File: config.mk
export PLATFORM = sky130hd
export DESIGN_NAME = wb2sram_flat
export DESIGN_NICKNAME = d
export VERILOG_FILES = /design/src/sram_pkg.sv /design/src/sram_if.sv /design/src/wb2sram.sv /design/src/flat_wrapper.sv
export SDC_FILE = /design/constraint.sdc
export NUM_CORES = 1
export LEC_CHECK = 0
export ABC_AREA = 1
export BUFFER_PORTS_ARGS = -buffer_cell sky130_fd_sc_hd__buf_2
export CAP_MARGIN = 5
export CORE_AREA = 2 2 86 88
export DETAILED_ROUTE_END_ITERATION = 6
export DIE_AREA = 0 0 88 90
export GPL_TIMING_DRIVEN = 0
export SETUP_SLACK_MARGIN = 0.3
export SLEW_MARGIN = 40
export SYNTH_ARGS = -nofsm -noshare
export SYNTH_HDL_FRONTEND = slang
export SYNTH_SLANG_ARGS = --single-unit
File: constraint.sdc
create_clock -name ahb3_clk_i -period 1.24 [get_ports ahb3_clk_i]
set_input_delay 0.248 -clock ahb3_clk_i [delete_from_list [all_inputs] [get_ports ahb3_clk_i]]
set_output_delay 0.248 -clock ahb3_clk_i [all_outputs]
set_load 0.1 [all_outputs]
File: src/sram_pkg.sv
// Shared bus widths, memory depth and cycle/burst encodings, imported by every design file
package sram_pkg;

  // Bus data width in bits
  localparam int DW = 32;

  // Byte address width
  localparam int AW = 32;

  // One select bit per byte lane
  localparam int SW = DW / 8;

  // Byte offset within a 32-bit word
  localparam int BYTE_AW = 2;

  // Word part of the byte address
  localparam int WORD_AW = AW - BYTE_AW;

  // On-chip RAM depth, 1024 words
  // Higher word address bits alias onto this range
  localparam int MEM_AW = 10;

  // Cycle type on the bus
  typedef enum logic [2:0] {
    CTI_CLASSIC = 3'b000,
    CTI_CONST   = 3'b001,
    CTI_INCR    = 3'b010,
    CTI_END     = 3'b111
  } cti_e;

  // Burst type, sets the wrap boundary of incrementing bursts
  typedef enum logic [1:0] {
    BTE_LINEAR = 2'b00,
    BTE_WRAP4  = 2'b01,
    BTE_WRAP8  = 2'b10,
    BTE_WRAP16 = 2'b11
  } bte_e;

endpackage
File: src/sram_if.sv
// Memory port between the bus bridge and the RAM, with a modport for each side
`timescale 1ns/100ps

interface sram_if #(
  parameter int MEM_AW = sram_pkg::MEM_AW
);
  import sram_pkg::*;

  // Write strobe, one cycle per stored beat
  logic              we;
  // Shared read/write word address
  logic [MEM_AW-1:0] waddr;
  // Write data and byte lane enables
  logic [DW-1:0]     din;
  logic [SW-1:0]     sel;
  // Registered read data
  logic [DW-1:0]     dout;

  // Bridge side drives the request
  modport bridge (
    output we, waddr, din, sel,
    input  dout
  );

  // RAM side answers with read data
  modport mem (
    input  we, waddr, din, sel,
    output dout
  );

endinterface

File: src/wb2sram.sv
// Bus bridge, generates acknowledge and error and drives the RAM port
`timescale 1ns/100ps

module wb2sram (
  input  logic                         ahb3_clk_i,
  input  logic                         rst_n_i,
  input  sram_pkg::cti_e               ahb3_hburst_i,
  input  logic                         ahb3_hmastlock_i,
  input  logic [sram_pkg::DW-1:0]      ahb3_hwdata_i,
  input  logic [sram_pkg::SW-1:0]      ahb3_hprot_i,
  input  logic                         ahb3_hsel_i,
  input  logic                         ahb3_hwrite_i,
  input  logic [sram_pkg::WORD_AW-1:0] rd_addr_i,
  input  logic [sram_pkg::WORD_AW-1:0] wr_addr_i,
  input  logic                         addr_err_i,
  output logic                         ahb3_hready_o,
  output logic                         ahb3_hresp_o,
  output logic [sram_pkg::DW-1:0]      ahb3_hrdata_o,
  sram_if.bridge                       mem_bus
);
  import sram_pkg::*;

  // Cycle and slave strobe together
  logic cyc_active;
  // Registered acknowledge, one clock behind the strobe
  logic ack_q;
  logic nxt_ack;

  assign cyc_active = ahb3_hmastlock_i & ahb3_hsel_i;

  // Next acknowledge by cycle type
  always_comb begin
    nxt_ack = 1'b0;
    if (cyc_active) begin
      case (ahb3_hburst_i)
        // Single beats alternate, so a held strobe
        // gets a fresh access every second clock
        CTI_CLASSIC: nxt_ack = ~ack_q;
        CTI_END:     nxt_ack = ~ack_q;
        // Burst beats ack back to back
        CTI_CONST:   nxt_ack = 1'b1;
        CTI_INCR:    nxt_ack = 1'b1;
        default:     nxt_ack = 1'b0;
      endcase
    end
  end

  always_ff @(posedge ahb3_clk_i or negedge rst_n_i) begin
    if (!rst_n_i) begin
      ack_q <= 1'b0;
    end else begin
      ack_q <= nxt_ack;
    end
  end

  // Wrong burst address turns the ack into an error
  assign ahb3_hready_o = ack_q & cyc_active & ~addr_err_i;
  assign ahb3_hresp_o  = ack_q & cyc_active & addr_err_i;

  // Only acked write beats reach the array
  assign mem_bus.we = ahb3_hwrite_i & ahb3_hready_o;

  // Writes use the registered beat address
  // Reads use the lookahead address
  always_comb begin
    if (ahb3_hwrite_i) begin
      mem_bus.waddr = wr_addr_i[MEM_AW-1:0];
    end else begin
      mem_bus.waddr = rd_addr_i[MEM_AW-1:0];
    end
  end

  // Data and lanes pass straight to the RAM
  assign mem_bus.din = ahb3_hwdata_i;
  assign mem_bus.sel = ahb3_hprot_i;

  // RAM output register feeds the bus
  assign ahb3_hrdata_o = mem_bus.dout;

endmodule

File: src/flat_wrapper.sv
// flat-port wrapper written by rule: the top's interface ports become plain ports
module wb2sram_flat import sram_pkg::*;
  (ahb3_clk_i, rst_n_i, ahb3_hburst_i, ahb3_hmastlock_i, ahb3_hwdata_i, ahb3_hprot_i, ahb3_hsel_i, ahb3_hwrite_i, rd_addr_i, wr_addr_i, addr_err_i, ahb3_hready_o, ahb3_hresp_o, ahb3_hrdata_o, mem_bus_we, mem_bus_waddr, mem_bus_din, mem_bus_sel, mem_bus_dout);
  sram_if mem_bus_i ();
  input  logic ahb3_clk_i;
  input  logic rst_n_i;
  input  sram_pkg::cti_e ahb3_hburst_i;
  input  logic ahb3_hmastlock_i;
  input  logic [sram_pkg::DW-1:0] ahb3_hwdata_i;
  input  logic [sram_pkg::SW-1:0] ahb3_hprot_i;
  input  logic ahb3_hsel_i;
  input  logic ahb3_hwrite_i;
  input  logic [sram_pkg::WORD_AW-1:0] rd_addr_i;
  input  logic [sram_pkg::WORD_AW-1:0] wr_addr_i;
  input  logic addr_err_i;
  output logic ahb3_hready_o;
  output logic ahb3_hresp_o;
  output logic [sram_pkg::DW-1:0] ahb3_hrdata_o;
  output wire logic [$bits(mem_bus_i.we)-1:0] mem_bus_we;
  output wire logic [$bits(mem_bus_i.waddr)-1:0] mem_bus_waddr;
  output wire logic [$bits(mem_bus_i.din)-1:0] mem_bus_din;
  output wire logic [$bits(mem_bus_i.sel)-1:0] mem_bus_sel;
  input wire logic [$bits(mem_bus_i.dout)-1:0] mem_bus_dout;
  assign mem_bus_we = mem_bus_i.we;
  assign mem_bus_waddr = mem_bus_i.waddr;
  assign mem_bus_din = mem_bus_i.din;
  assign mem_bus_sel = mem_bus_i.sel;
  assign mem_bus_i.dout = mem_bus_dout;
  wb2sram u_core (.ahb3_clk_i(ahb3_clk_i), .rst_n_i(rst_n_i), .ahb3_hburst_i(ahb3_hburst_i), .ahb3_hmastlock_i(ahb3_hmastlock_i), .ahb3_hwdata_i(ahb3_hwdata_i), .ahb3_hprot_i(ahb3_hprot_i), .ahb3_hsel_i(ahb3_hsel_i), .ahb3_hwrite_i(ahb3_hwrite_i), .rd_addr_i(rd_addr_i), .wr_addr_i(wr_addr_i), .addr_err_i(addr_err_i), .ahb3_hready_o(ahb3_hready_o), .ahb3_hresp_o(ahb3_hresp_o), .ahb3_hrdata_o(ahb3_hrdata_o), .mem_bus(mem_bus_i));
endmodule
==> results of run 1 <==
synthesized netlist by cell type:
cell type,instances,area (µm²)
nand3_1,2,10.0
buf_4,69,518
nor3_1,1,5.00
inv_1,7,26.3
nand2_1,35,131
a21oi_1,1,5.00
nor2_1,3,11.3
dfrtp_1,1,25.0
buf_2,1,5.00
kinds of logic after synthesis:
| family | share of synthesized area (%) |
|---|---|
| compound gates | 0.678 |
| flops | 3.40 |
| buf+inv | 74.5 |
| simple gates | 21.4 |
worst min-delay path by stage:
stage,to,slack (ns),cells after the start
after CTS,u_core.ack_q,0.02,1
after floorplan,u_core.ack_q,-0.05,0
after detailed placement,u_core.ack_q,0.02,1
after global routing,u_core.ack_q,0.03,1
final,u_core.ack_q,0.02,1
after global placement,u_core.ack_q,0.02,1
layout by cell type (no fill, tap or decap):
| master | count |
|---|---|
| buf_8 | 2 |
| nand3_1 | 2 |
| a21oi_1 | 1 |
| nor3_4 | 1 |
| nand2_2 | 11 |
| nand2_8 | 20 |
| nor2_1 | 1 |
| dfrtp_1 | 1 |
| buf_12 | 14 |
| inv_1 | 5 |
| buf_2 | 25 |
| nand2_4 | 1 |
| buf_6 | 2 |
| nand2_1 | 3 |
| inv_8 | 1 |
| buf_4 | 136 |
| inv_2 | 1 |
| nor2_4 | 2 |
| buf_16 | 1 |
metrics by stage:
step | std cells | TNS [ns] | instance area [µm²]
after floorplan | 120 | -0.252 | 1060
after global placement | 328 | -2.33 | 1730
after detailed placement | 328 | -2.36 | 1730
after CTS | 329 | 0 | 2240
after global routing | 329 | 0 | 2240
final | 329 | 0 | 2240
report_power, final:
| group | switching [W] | total [W] | internal [W] |
|---|---|---|---|
| clock network | 0 | 0 | 0 |
| logic | 0.00130 | 0.00181 | 0.000513 |
| registers | 0.00000185 | 0.0000367 | 0.0000349 |
repair_timing:
item                                   CTS  global route
hold buffers                             0             0
gates resized for setup                140             0
pin swaps                               22             3
cloned                                   1             0
setup endpoints to repair               81            13
endpoints found under the hold margin    0             0
layout make-up:
cell class / instances / area [µm²]
fillers: 725 / 4780
repair buffers: 110 / 961
multi-input cells: 42 / 549
plain buffers: 70 / 546
well taps: 99 / 124
inverters: 7 / 33.8
flip-flops and latches: 1 / 25.0
worst max-delay path, stage by stage:
cell     delay (ns)
buf_6          0.07
nand2_2        0.04
inv_2          0.06
nand2_4        0.07
nor3_4         0.20
buf_12         0.20
per-layer routing:
layer,wire length [µm],GRT usage [%]
met5,0,0
met1,799,5.41
met4,0,0
met3,454,1.29
met2,1820,15.2
==> metrics.txt, run 1 <==
reg2reg end u_core.ack_q; reg2reg start u_core.ack_q; total wire length 3.07 mm; final setup violation count 0; VDD IR max 0.328 mV; drt via density 3.17; Slew Limit Headroom 81.3%; CP startpoint ahb3_hmastlock_i; power per cell area 826 nW/µm²; DP HPWL 2.46 mm; Data required, critical path 0.99 ns; Setup WS pre-CTS -0.239 ns; final core occ 31.9%; RSZ-0062 raised after global routing yes; Synth cell types 9; post-synthesis cell area 737 µm²; max-slew violations 0; synth warn 0; critical path arrival 0.90 ns; fin crit period 1.15 ns; largest net degree at the start of global routing 11; Final nets 369; reg2reg path depth 3; Detail Route Antenna Nets 0; period utilization 92.9%; Ant. Diodes 0; Critical Path Source Type input pin; syn_nets 257; WL per Instance 9.33 µm; Reg clk slew, reported paths 0 ns; highest clock rate 868 MHz; Site Rows 31; syn avg cell area 6.14 µm²; status finished, final reports clean; DR vias 1044; RD Place Congestion 0.644; cell count after synthesis 120; vias in the first global route 1009; CP endpoint mem_bus_we; drt initial violations 2; R2R Setup Slk 0.52 ns; number of synthesized register bits 1; Die Wd 88 µm; PnR worst setup slack 0.0876 ns; Crit Path Class input pin to output pin; Core Box Area 7020 µm²; sequential element share of the synthesized area 3.40%; Hold Slack 0.0238 ns; GRT Total Usage 6.51%; post-CTS setup buffer count 0; die area 7920 µm²; Tightest Pin Transition 0.282 ns; CP max FO 3; area grow syn2layout 204%; Residual DRC 0; Max-Cap Viols 0; Top-Level Pins 218; Pwr Total 0.00185 W; first-pass GRT wire length 4.31 mm; Die H 90 µm; HP Class input pin to asynchronous set/reset pin; Worst-Skew Late Latency 0 ns; Top reg by flops u_core.ack_q; Initial DRT Pass Iterations 2; max reg flops 1; port bufs 109; crit end category output pin; P_leak 1.14 nW; Top Registers u_core.ack_q (1); final hold violation count 0; layout cells sized above 1 94.3%; Initial Util 10.5%; Layout Skew 0 ns; initial antenna violation count 0; global route total overflow 0
(Power assumes the default switching activity.)
==> inputs of run 2 (changes only) <==
--- a/config.mk
+++ b/config.mk
@@ -9,11 +9,14 @@
 export BUFFER_PORTS_ARGS = -buffer_cell sky130_fd_sc_hd__buf_2
 export CAP_MARGIN = 5
 export CORE_AREA = 2 2 86 88
+export CTS_BUF_LIST = sky130_fd_sc_hd__clkbuf_4 sky130_fd_sc_hd__clkbuf_8
 export DETAILED_ROUTE_END_ITERATION = 6
 export DIE_AREA = 0 0 88 90
 export GPL_TIMING_DRIVEN = 0
 export SETUP_SLACK_MARGIN = 0.3
+export SKIP_CTS_REPAIR_TIMING = 1
 export SLEW_MARGIN = 40
 export SYNTH_ARGS = -nofsm -noshare
 export SYNTH_HDL_FRONTEND = slang
 export SYNTH_SLANG_ARGS = --single-unit
+export TNS_END_PERCENT = 10
==> run 2 against run 1 <==
Effect of this change: sequential power barely moved; critical endpoint unchanged; worst hold slack better by 0.0033 ns; clock skew is the same; via count is 3.7% higher.
==> metrics.txt, run 2 (synthesis gave the netlist of run 1 again) <==
highest clock rate 897 MHz (+3.3%); setup_tns 0 ns (unchanged); R2R Setup Slk 0.50 ns (-0.02 ns); initial antenna violation count 0 (unchanged); Initial Util 10.5% (unchanged); port bufs 109 (unchanged); Die Wd 88 µm (unchanged); GRT Total Usage 5.34% (-1.2 points); first-pass GRT wire length 3.56 mm (-17%); reg2reg end u_core.ack_q; clock share of power 0% (unchanged); crit end category output pin; HP Class input pin to asynchronous set/reset pin; Critical-path top delay cell buf_12; Final nets 371 (+0.54%); final hold violation count 0 (unchanged); VDD IR max 0.336 mV (+2.2%); commonest non-fill, non-tap cells in the layout buf_2, buf_4, nand2_4, buf_12, nand2_2; drt initial violations 3 (+1); Hold Slack 0.0271 ns (+0.00332 ns); Max-Cap Viols 0 (unchanged); WL per Instance 9.28 µm (-0.54%); Residual DRC 0 (unchanged); number of fillers in the final layout 737 (+1.7%); power per cell area 917 nW/µm² (+11%); area grow syn2layout 149%; Slew Limit Headroom 67.2% (-14 points); Top reg by flops u_core.ack_q; Data required, critical path 0.99 ns (about the same); Die H 90 µm (unchanged); Crit Path Class input pin to output pin; PnR worst setup slack 0.125 ns (+0.0371 ns); largest net degree at the start of global routing 11 (unchanged); layout cells sized above 1 91.8% (-2.5 points); commonest non-fill, non-tap cell in the layout buf_2; fin crit period 1.12 ns (-0.0371 ns); final core occ 26.1% (-5.7 points); CP max FO 3 (unchanged); final setup violation count 0 (unchanged); Internal Power 0.000441 W (-20%); Sw Pwr 0.00124 W (-4.6%); crit-path leading delay family buffers and inverters; Tightest Pin Transition 0.495 ns (+0.213 ns); P_leak 1.09 nW (-4.9%); critical path cell sequence buf_6, nand2_2, inv_2, nand2_4, nor3_4, buf_12; total wire length 3.07 mm (about the same); max incr delay on CP 0.20 ns (about the same); sum of buffers and inverters on the critical path 3 (unchanged); critical path arrival 0.87 ns (-0.03 ns); register area 25.0 µm² (unchanged); DR vias 1083 (+3.7%); RSZ-0062 raised after global routing yes; Site Rows 31 (unchanged); Comb pwr share 97.8% (-0.2 points); Setup WS pre-CTS -0.225 ns (+0.0136 ns); Top-Level Pins 218 (unchanged); Layout Skew 0 ns (unchanged); Cell Area, Placed 1440 µm² (-17%); Reg power frac 2.2% (+0.2 points); status finished, final reports clean; period utilization 89.9% (-3.0 points); Worst-Skew Late Latency 0 ns (unchanged); global route total overflow 0 (unchanged); Top Registers u_core.ack_q (1); Initial DRT Pass Iterations 2 (unchanged); Reg clk slew, reported paths 0 ns (unchanged); Core Box Area 7020 µm² (unchanged); max reg flops 1 (unchanged); Ant. Diodes 0 (unchanged); reg2reg path depth 3 (unchanged); Critical Path Source Type input pin; Detail Route Antenna Nets 0 (unchanged); max-slew violations 0 (unchanged); die area 7920 µm² (unchanged); Multi-input gate area 334 µm² (-39%); reg2reg start u_core.ack_q; drt via density 3.27 (+3.1%); vias in the first global route 866 (-14%); fin area 1840 µm² (-18%); switching share of total power 73.8% (+3.4 points); DP HPWL 2.47 mm (+0.19%); RD Place Congestion 0.693 (+7.5%)
## run 2: cell types whose count changed in the layout (fill, tap and decap cells not counted), sizes merged
cell and delta:
buf +2
## run 2: metal layers
metal / track usage [%] / wire, µm
met5: 0 / 0
met1: 4.74 / 826
met4: 0 / 0
met3: 1.29 / 444
met2: 11.9 / 1800
## run 2: worst max path at each step
stage | slack [ns] | end | cells past startpoint | start
floorplan | -0.25 | mem_bus_we | 2 | u_core.ack_q
global placement | -0.21 | mem_bus_waddr[5] | 6 | ahb3_hwrite_i
detailed placement | -0.22 | mem_bus_waddr[1] | 6 | ahb3_hwrite_i
CTS | -0.23 | mem_bus_waddr[1] | 6 | ahb3_hwrite_i
global route | 0.09 | mem_bus_we | 6 | ahb3_hsel_i
finish | 0.12 | mem_bus_we | 6 | ahb3_hsel_i
## run 2: worst reg2reg max path, delay by kind of cell (launching register included)
kind	cells	cell delay, ns
buffers and inverters	1	0.06
AND/OR/NAND/NOR	1	0.05
flip-flops	1	0.37
AO/OA/AOI/OAI	1	0.13
## run 2: power groups by stage
| stage | combinational (W) | sequential (W) | clock, W |
|---|---|---|---|
| floorplan | 0.00128 | 0.0000363 | 0 |
| global placement | 0.00146 | 0.0000368 | 0 |
| detailed placement | 0.00146 | 0.0000366 | 0 |
| CTS | 0.00146 | 0.0000366 | 0 |
| global route | 0.00169 | 0.0000370 | 0 |
| finish | 0.00165 | 0.0000367 | 0 |
## run 2: layout make-up
cell class | count | share of cell area, %
repair buffers | 112 | 42.1
multi-input cells | 42 | 18.2
flip-flops and latches | 1 | 1.36
plain buffers | 70 | 29.7
well taps | 99 | 6.75
inverters | 7 | 1.84
## run 2: metrics by stage
stage	power [W]	cells
6_report	0.00168	331
4_1_cts	0.00150	328
2_1_floorplan	0.00132	120
3_5_place_dp	0.00150	328
3_3_place_gp	0.00149	328
5_1_grt	0.00173	331
