$ cat src/sram_pkg.sv
// Shared bus widths, memory depth and cycle/burst encodings, imported by every design file
package sram_pkg;

  // Bus data width in bits
  localparam int DW = 32;

  // Byte address width
  localparam int AW = 32;

  // One select bit per byte lane
  localparam int SW = DW / 8;

  // Byte offset within a 32-bit word
  localparam int BYTE_AW = 2;

  // Word part of the byte address
  localparam int WORD_AW = AW - BYTE_AW;

  // On-chip RAM depth, 1024 words
  // Higher word address bits alias onto this range
  localparam int MEM_AW = 10;

  // Cycle type on the bus
  typedef enum logic [2:0] {
    CTI_CLASSIC = 3'b000,
    CTI_CONST   = 3'b001,
    CTI_INCR    = 3'b010,
    CTI_END     = 3'b111
  } cti_e;

  // Burst type, sets the wrap boundary of incrementing bursts
  typedef enum logic [1:0] {
    BTE_LINEAR = 2'b00,
    BTE_WRAP4  = 2'b01,
    BTE_WRAP8  = 2'b10,
    BTE_WRAP16 = 2'b11
  } bte_e;

endpackage
$ cat src/burst_addr_gen.sv
// Burst tracker for the bus bridge that predicts the word address of each beat and flags a mismatch
`timescale 1ns/100ps

module burst_addr_gen (
  input  logic                         ahb3_clk_i,
  input  logic                         rst_n_i,
  input  logic [sram_pkg::WORD_AW-1:0] word_addr_i,
  input  sram_pkg::cti_e               cti_i,
  input  sram_pkg::bte_e               bte_i,
  input  logic                         hsel_i,
  input  logic                         hmastlock_i,
  input  logic                         beat_ack_i,
  output logic [sram_pkg::WORD_AW-1:0] rd_addr_o,
  output logic [sram_pkg::WORD_AW-1:0] wr_addr_o,
  output logic                         addr_err_o
);
  import sram_pkg::*;

  // Cycle strobe and slave strobe both up
  logic               cyc_active;
  // Registered feedback burst in progress
  logic               burst_q;
  logic               burst_start;
  logic               burst_stop;
  // Cycle and burst type of the previous clock
  cti_e               cti_q;
  bte_e               bte_q;
  // Address used last cycle and predicted for this beat
  logic [WORD_AW-1:0] addr_q;
  logic [WORD_AW-1:0] nxt_addr;

  assign cyc_active = hmastlock_i & hsel_i;

  // Constant or incrementing cycle opens a burst
  assign burst_start = cyc_active & ~burst_q &
                       ((cti_i == CTI_CONST) || (cti_i == CTI_INCR));

  // Acked end beat closes it
  assign burst_stop = burst_q & hsel_i & beat_ack_i & (cti_i == CTI_END);

  always_ff @(posedge ahb3_clk_i or negedge rst_n_i) begin
    if (!rst_n_i) begin
      burst_q <= 1'b0;
      cti_q   <= CTI_CLASSIC;
      bte_q   <= BTE_LINEAR;
    end else begin
      cti_q <= cti_i;
      bte_q <= bte_i;
      if (burst_start) begin
        burst_q <= 1'b1;
      end else if (burst_stop) begin
        burst_q <= 1'b0;
      end
    end
  end

  // Address for the RAM this cycle
  always_comb begin
    nxt_addr = addr_q;
    if (burst_q) begin
      // Step only after an acked incrementing beat
      // Constant bursts and stalled beats keep the address
      if ((cti_q == CTI_INCR) && beat_ack_i) begin
        case (bte_q)
          BTE_WRAP4:  nxt_addr[1:0] = addr_q[1:0] + 2'd1;
          BTE_WRAP8:  nxt_addr[2:0] = addr_q[2:0] + 3'd1;
          BTE_WRAP16: nxt_addr[3:0] = addr_q[3:0] + 4'd1;
          default:    nxt_addr      = addr_q + 1'b1;
        endcase
      end
    end else if (cyc_active) begin
      // Classic beat or first burst beat takes the bus address
      nxt_addr = word_addr_i;
    end
  end

  // Last used word address
  always_ff @(posedge ahb3_clk_i) begin
    addr_q <= nxt_addr;
  end

  // Read port looks one beat ahead
  assign rd_addr_o = nxt_addr;

  // Write lands where the acked beat was addressed
  assign wr_addr_o = addr_q;

  // Master left the predicted path
  assign addr_err_o = burst_q & (addr_q != word_addr_i);

endmodule

$ cat config.mk
export PLATFORM = sky130hd
export DESIGN_NAME = burst_addr_gen
export DESIGN_NICKNAME = d
export VERILOG_FILES = /design/src/sram_pkg.sv /design/src/burst_addr_gen.sv
export SDC_FILE = /design/constraint.sdc
export NUM_CORES = 1
export LEC_CHECK = 0
export BUFFER_PORTS_ARGS = -buffer_cell sky130_fd_sc_hd__buf_2
export CORE_MARGIN = 8
export CORE_UTILIZATION = 45
export CTS_BUF_LIST = sky130_fd_sc_hd__clkbuf_4 sky130_fd_sc_hd__clkbuf_8
export CTS_CLUSTER_DIAMETER = 150
export CTS_CLUSTER_SIZE = 16
export DETAILED_ROUTE_END_ITERATION = 8
export GPL_TIMING_DRIVEN = 0
export PLACE_DENSITY = 0.83
export REMOVE_ABC_BUFFERS = 1
export SKIP_CTS_REPAIR_TIMING = 1
export SLEW_MARGIN = 20
export SYNTH_ARGS = -nofsm -noshare
export SYNTH_HDL_FRONTEND = slang
export SYNTH_SLANG_ARGS = --single-unit
$ cat constraint.sdc
create_clock -name ahb3_clk_i -period 1.8 [get_ports ahb3_clk_i]
set_input_delay 0.18 -clock ahb3_clk_i [delete_from_list [all_inputs] [get_ports ahb3_clk_i]]
set_output_delay 0.18 -clock ahb3_clk_i [all_outputs]
set_load 0.02 [all_outputs]
==> impl_summary.log, run 1 <==
[metrics] layout cells sized above 1: between 50% and 60%
[metrics] slew at the pin with the worst max-slew slack: about 730 ps
[metrics] power per cell area: ~1200 nW/um^2
[metrics] Antenna diodes: 0
[metrics] critical path startpoint category: register
[metrics] initial standard-cell utilization of the core: between 40% and 50%
[metrics] area share of the largest cell type after synthesis: between 20% and 30%
[metrics] total global routing track utilization: slightly below 20%
[metrics] Seq cells post-synth: 36
[metrics] synthesized instance count: 290
[metrics] first-pass iteration count of the detailed router: 6
[metrics] routed len/inst: 23.2 microns
[metrics] capturing element type of the critical path: output pin
[metrics] Slew headroom: about half
[metrics] register share of total power: between 30% and 40%
[metrics] I/O Buffers: 100
[metrics] source-to-sink clock delay at the later pin of the worst-skew pair: 310 ps
[metrics] Layout Cells excl Fill: about 500
[metrics] Residual DRC: 0
[metrics] critical path cell sequence: nand4_4, buf_4, nor4_1, a211oi_2, a211oi_2, buf_4
[metrics] cell count after placement: around 450
[metrics] number of hold violations in the final report: 0
[metrics] height of the chip: ~90 microns
[metrics] clock share of power: between 10% and 20%
[metrics] maximum vdd ir drop: 0.000787 V
[metrics] Synth-to-Final Area Change: 59.7%
[metrics] part of the cycle the worst path needs: 144%
[metrics] filler instances: ~350
[metrics] Setup Viol. Count Final: 50
[metrics] I/O pin count: 101
[metrics] number of flops mapped to enable cells by yosys: 0
[metrics] Slew Limit Fails: 0
[metrics] flip-flop cell with the highest count after synthesis: sky130_fd_sc_hd__dfxtp_1
[metrics] leading cell types by total area after synthesis: sky130_fd_sc_hd__dfxtp_1, sky130_fd_sc_hd__xnor2_1, sky130_fd_sc_hd__dfrtp_1
[metrics] clock-pin slew reported for the worst setup and hold paths after clock tree synthesis: ~70 ps
[metrics] critical path buffer and inverter count: 2
[metrics] number of violations of the max-capacitance limit: 0
[metrics] chip width: between 80 and 90 microns
[metrics] cell with the largest stage delay on the worst path: sky130_fd_sc_hd__nor4_1
[metrics] nets@finish: 466
[metrics] largest net degree at the start of global routing: 43
[metrics] number of global-route vias before repair: 2699
[metrics] violated checks: setup timing
[metrics] type of the worst setup path: register to output pin
[metrics] kind of cell adding the most delay to the critical path: simple AND/OR/NAND/NOR gates
[metrics] Max stage delay on crit path: between 500 and 600 ps
[metrics] wire length of the first global-routing pass: 13300 microns
[metrics] Power, Total: 4.82 mW
[metrics] portion of the post-synthesis area used by sequential elements: between 30% and 40%
[metrics] Period minus WS final: roughly 2600 ps
[metrics] clock buffers created by TritonCTS: 5
[metrics] combinational share of power: between 50 and 60%
[metrics] number of cell rows: 27
[metrics] ANT nets after route: 0
[metrics] Required @ worst endpoint: between 1500 and 2000 ps
[metrics] buffer levels on the longest clock path: 2
[metrics] post-synth cell types: 48
[metrics] TritonCTS clock tree: yes
[metrics] most area-hungry cell type in the Yosys netlist: sky130_fd_sc_hd__dfxtp_1
[metrics] per-instance average area after synthesis: 8.48 sq um
[metrics] number of DRC markers after the initial detailed-route iteration: roughly 460
[metrics] antenna violations before repair: 0
[metrics] worst clock skew on the final layout: 15.4 ps
[metrics] leakage power of the design: roughly 1.7 nW
[metrics] unrepaired setup endpoints after global routing: yes
[metrics] worst-path fanout max: 8
[metrics] share of async-settable or async-resettable flops after synthesis: 16.7%
[metrics] Core Box Area: between 5000 and 6000 sq um
[metrics] arrival time of data at the critical path endpoint: approximately 2400 ps
[metrics] Detail Placement HPWL: about 6400 microns
[metrics] Switching Fraction: 48.1%
[metrics] Commonest cells post-synth: sky130_fd_sc_hd__dfxtp_1, sky130_fd_sc_hd__nand2_1, sky130_fd_sc_hd__a21oi_1, sky130_fd_sc_hd__xnor2_1, sky130_fd_sc_hd__nand4_1
[metrics] highest clock frequency the design can meet: slightly below 400 MHz
[metrics] floorplan die area: between 8000 and 9000 sq um
[metrics] CTS H-tree lvls: 2
[metrics] routability-driven placement congestion ratio: ~0.90
[metrics] Num Clock Sinks: 36
[metrics] yosys warns: 0
[metrics] cell internal power dissipation: 2.50 mW
[metrics] share of the core filled with cells: between 70 and 80%
[metrics] result of the run: complete, but fails checks
[metrics] leading cell type by number of instances after synthesis: sky130_fd_sc_hd__dfxtp_1
[metrics] drt total wl: around 11000 microns
[metrics] routed vias/inst: 6.67
[metrics] net switching component of the power: 2.32 mW
[metrics] area of the mapped netlist: roughly 2500 sq um
[metrics] setup ws final: -792 ps
[metrics] library cell used as clock root buffer: sky130_fd_sc_hd__clkbuf_8
[metrics] kind of path behind the tightest hold check: input port to register
[metrics] global-route congestion overflow total: 0
[metrics] total via count after detailed routing: between 3000 and 4000
[cell usage in the layout, fill, tap and decap left out, types with 8 or more instances in the layout]
| cell type | netlist | routed |
|---|---|---|
| sky130_fd_sc_hd__a21oi_1 | 21 | 8 |
| sky130_fd_sc_hd__a21oi_2 | 0 | 13 |
| sky130_fd_sc_hd__and3_1 | 13 | 12 |
| sky130_fd_sc_hd__buf_2 | 2 | 72 |
| sky130_fd_sc_hd__buf_4 | 1 | 44 |
| sky130_fd_sc_hd__buf_6 | 2 | 18 |
| sky130_fd_sc_hd__dfxtp_1 | 30 | 8 |
| sky130_fd_sc_hd__dfxtp_2 | 0 | 17 |
| sky130_fd_sc_hd__nand2_1 | 23 | 16 |
| sky130_fd_sc_hd__nand3_1 | 14 | 8 |
| sky130_fd_sc_hd__nand4_1 | 15 | 15 |
| sky130_fd_sc_hd__nor2_1 | 14 | 10 |
| sky130_fd_sc_hd__xnor2_1 | 20 | 15 |
| sky130_fd_sc_hd__xor2_1 | 14 | 14 |
[worst register-to-register path, cell delays in order, from the launching register on]
cell                       delay [ps]
sky130_fd_sc_hd__dfxtp_4          410
sky130_fd_sc_hd__nand4_4          200
sky130_fd_sc_hd__buf_4            210
sky130_fd_sc_hd__nor4_1           570
sky130_fd_sc_hd__a211oi_2         210
sky130_fd_sc_hd__a211oi_2         310
[worst paths after layout]
kind                                          to                   from  slack (ps)  cells past startpoint
min in group asynchronous     bte_q[0]$_DFF_PN0_                rst_n_i         220                      2
max in group asynchronous    burst_q$_DFFE_PN0P_                rst_n_i        1390                      2
max                                rd_addr_o[16]  wr_addr_o[10]$_DFF_P_        -790                      6
min                           cti_q[2]$_DFF_PN0_               cti_i[2]          10                      1
min reg2reg                 wr_addr_o[5]$_DFF_P_   wr_addr_o[5]$_DFF_P_         580                      2
max reg2reg                wr_addr_o[16]$_DFF_P_  wr_addr_o[10]$_DFF_P_        -220                      5
[sequential cells by signal, summed over array words and instances (netlist names)]
name and count:
wr_addr_o 30, burst_q 1, cti_q 3, bte_q 2
[metrics by stage]
stage	cell area, sq um	TNS [ps]	hold slack (ps)	worst slack [ps]
6_report	3930	-18860	14.6	-792
5_1_grt	3930	-21710	4.70	-806
3_5_place_dp	2970	-40550	10.9	-1060
2_1_floorplan	2380	-31020	-116	-889
4_1_cts	3080	-50790	-305	-1390
3_3_place_gp	2970	-70260	3.72	-1640
[cell type report]
cell class	instances	area [sq um]	area share (%)
flip-flops and latches	36	795	20.2
repair buffers	139	952	24.2
multi-input cells	232	1950	49.6
clock inverters	2	35.0	0.892
well taps	72	90.1	2.29
clock buffers	6	76.3	1.94
inverters	7	30.0	0.765
[power groups by stage]
stage | sequential, mW | clock, mW | combinational (mW)
CTS | 1.42 | 0.736 | 1.94
finish | 1.53 | 0.758 | 2.53
global placement | 1.42 | 0 | 1.91
detailed placement | 1.43 | 0 | 1.93
global route | 1.55 | 0.796 | 2.65
floorplan | 1.59 | 0 | 1.05
[cell families after synthesis]
kind of cell	count (synthesis)	share of synthesized area, %
muxes	3	1.22
AOI/OAI and AO/OA	79	21.8
adders and majority gates	5	2.54
and+or+nand+nor	110	27.5
DFF	36	30.5
buffers and inverters	23	4.37
xor gates and xnor gates	34	12.1
[per-layer routing]
metal | wire (microns) | track usage [%]
met1 | 4150 | 24.4
met2 | 5260 | 31.0
met3 | 1340 | 4.99
met4 | 699 | 11.0
met5 | 0 | 0
Note: power is estimated with default switching activity, not from simulation.
==> run 2: changes to the inputs <==
Settings changed: PLACE_DENSITY 0.83 to 0.74.
==> impl_summary.log, run 2 (synthesis gave the netlist of run 1 again) <==
[metrics] I/O Buffers: 100 (unchanged)
[metrics] kind of cell adding the most delay to the critical path: buffers and inverters
[metrics] violated checks: setup timing
[metrics] cell count after placement: 446 (unchanged)
[metrics] critical path startpoint category: register
[metrics] drt total wl: 10600 microns (-7.8%)
[metrics] Core Box Area: 5410 sq um (unchanged)
[metrics] initial standard-cell utilization of the core: 45.5% (unchanged)
[metrics] total global routing track utilization: 19.6% (-0.25 points)
[metrics] largest net degree at the start of global routing: 43 (unchanged)
[metrics] unrepaired setup endpoints after global routing: yes
[metrics] Antenna diodes: 0 (unchanged)
[metrics] number of violations of the max-capacitance limit: 0 (unchanged)
[metrics] antenna violations before repair: 0 (unchanged)
[metrics] leakage power of the design: 1.66 nW (about the same)
[metrics] sequential cell area: 797 sq um (+0.31%)
[metrics] number of global-route vias before repair: 2645 (-2.0%)
[metrics] Setup Viol. Count Final: 45 (-10%)
[metrics] critical path cell sequence: inv_2, ha_4, nand3_4, nor4_4, buf_6, buf_6, a21oi_2, a31o_1, a21oi_2, buf_4
[metrics] most common cell after layout, fill and taps aside: sky130_fd_sc_hd__buf_2
[metrics] capturing element type of the critical path: output pin
[metrics] layout cells sized above 1: 58.3% (+0.22 points)
[metrics] Slew headroom: 51.1% (+0.067 points)
[metrics] worst-path fanout max: 5 (-3)
[metrics] number of cell rows: 27 (unchanged)
[metrics] result of the run: complete, but fails checks
[metrics] part of the cycle the worst path needs: 138% (-5.7 points)
[metrics] critical path buffer and inverter count: 4 (+2)
[metrics] clock buffers created by TritonCTS: 5 (unchanged)
[metrics] share of the core filled with cells: 73.2% (+0.56 points)
[metrics] CTS H-tree lvls: 2 (unchanged)
[metrics] routed vias/inst: 6.42 (-3.7%)
[metrics] commonest non-fill, non-tap cells in the layout: sky130_fd_sc_hd__buf_2, sky130_fd_sc_hd__buf_4, sky130_fd_sc_hd__buf_6
[metrics] Period minus WS final: 2490 ps (-103 ps)
[metrics] area used by multi-input combinational logic: 2020 sq um (+3.8%)
[metrics] total via count after detailed routing: 3139 (-4.7%)
[metrics] final-layout setup total negative slack: -15770 ps (+3100 ps)
[metrics] kind of path behind the tightest hold check: input port to register
[metrics] Max stage delay on crit path: 410 ps (-160 ps)
[metrics] routed len/inst: 21.6 microns (-6.9%)
[metrics] slew at the pin with the worst max-slew slack: 733 ps (-1.01 ps)
[metrics] Synth-to-Final Area Change: 60.9%
[metrics] number of hold violations in the final report: 0 (unchanged)
[metrics] Required @ worst endpoint: 1620 ps (about the same)
[metrics] library cell used as clock root buffer: sky130_fd_sc_hd__clkbuf_8
[metrics] number of DRC markers after the initial detailed-route iteration: 423 (-7.4%)
[metrics] power per cell area: 1180 nW/um^2 (-3.5%)
[metrics] I/O pin count: 101 (unchanged)
[metrics] ANT nets after route: 0 (unchanged)
[metrics] highest clock frequency the design can meet: 402 MHz (+4.2%)
[metrics] Num Clock Sinks: 36 (unchanged)
[metrics] arrival time of data at the critical path endpoint: 2310 ps (-100 ps)
[metrics] Slew Limit Fails: 0 (unchanged)
[metrics] buffer levels on the longest clock path: 2 (unchanged)
[metrics] first-pass iteration count of the detailed router: 5 (-1)
[metrics] Hold Worst Slack: 17.9 ps (+3.29 ps)
[metrics] wire length of the first global-routing pass: 13200 microns (-1.1%)
[metrics] Residual DRC: 0 (unchanged)
[metrics] routability-driven placement congestion ratio: 0.910 (+1.2%)
[metrics] cell with the largest stage delay on the worst path: sky130_fd_sc_hd__dfrtp_1
[metrics] Detail Placement HPWL: 6350 microns (about the same)
[metrics] max FFs per register: 30 (unchanged)
[metrics] source-to-sink clock delay at the later pin of the worst-skew pair: 290 ps (-20 ps)
[metrics] worst clock skew on the final layout: 6.98 ps (-8.46 ps)
[metrics] maximum vdd ir drop: 0.000670 V (-15%)
[metrics] TritonCTS clock tree: yes
[metrics] filler instances: 378 (+7.1%)
[metrics] height of the chip: 89.9 microns (unchanged)
[metrics] setup ws final: -689 ps (+103 ps)
[metrics] global-route congestion overflow total: 0 (unchanged)
[metrics] floorplan die area: 8090 sq um (unchanged)
[metrics] type of the worst setup path: register to output pin
[metrics] Layout Cells excl Fill: 489 (-1.0%)
[metrics] clock-pin slew reported for the worst setup and hold paths after clock tree synthesis: 70 ps (about the same)
[metrics] chip width: 89.9 microns (unchanged)
[metrics] nets@finish: 462 (-0.86%)
==> run 2: cell types whose count changed in the layout (fill, tap and decap cells not counted), moves of 3 or more <==
cell	change
sky130_fd_sc_hd__a21oi_1	-4
sky130_fd_sc_hd__a21oi_2	+4
sky130_fd_sc_hd__buf_4	-8
sky130_fd_sc_hd__dfxtp_2	-4
sky130_fd_sc_hd__nand2_2	-3
sky130_fd_sc_hd__nand3_1	-3
sky130_fd_sc_hd__xnor2_1	-4
sky130_fd_sc_hd__xnor2_2	+4
==> run 2: cell type report <==
type                       count  share of cell area, %
timing repair buffer         135                   23.6
inverter                       7                  0.759
sequential                    36                   20.1
multi-input combinational    232                   51.1
clock buffer                   7                   2.12
tap                           72                   2.28
==> run 2: final timing paths <==
check	startpoint	endpoint	slack [ps]	cells after the start
setup / recovery	bte_q[1]$_DFF_PN0_	rd_addr_o[27]	-690	10
hold / removal	cti_i[0]	cti_q[0]$_DFF_PN0_	20	1
setup reg to reg	bte_q[1]$_DFF_PN0_	wr_addr_o[29]$_DFF_P_	-180	9
hold reg to reg	wr_addr_o[28]$_DFF_P_	wr_addr_o[28]$_DFF_P_	570	1
max in group asynchronous	rst_n_i	burst_q$_DFFE_PN0P_	1400	2
min in group asynchronous	rst_n_i	cti_q[1]$_DFF_PN0_	240	2
==> run 2: worst reg2reg max path: cells and delay by family, from the launching register on <==
kind,cells,cell delay (ps)
AOI/OAI and AO/OA,1,160
xor gates and xnor gates,1,190
adders and majority gates,1,170
buffers and inverters,3,400
DFF,1,410
and+or+nand+nor,3,610
==> run 2: where the power goes <==
part	leakage [nW]	internal [mW]	total [mW]	switching [mW]
clock network	0.0452	0.297	0.590	0.293
registers	0.322	1.06	1.53	0.468
logic	1.29	1.07	2.57	1.50
total	1.66	2.42	4.69	2.26
==> run 2: metrics by stage <==
step	area, sq um	worst slack [ps]	power [mW]
4_1_cts	3050	-1470	3.95
6_report	3960	-689	4.69
2_1_floorplan	2380	-889	2.64
5_1_grt	3960	-797	4.88
3_3_place_gp	2970	-1720	3.35
3_5_place_dp	2970	-1150	3.37
==> run 2: metal layers <==
layer,track usage [%],up-vias,wire length (microns)
met5,0,-,0
li1,-,1351,-
met4,4.99,0,519
met1,23.7,1462,4070
met2,34.6,267,4940
met3,3.66,59,1030
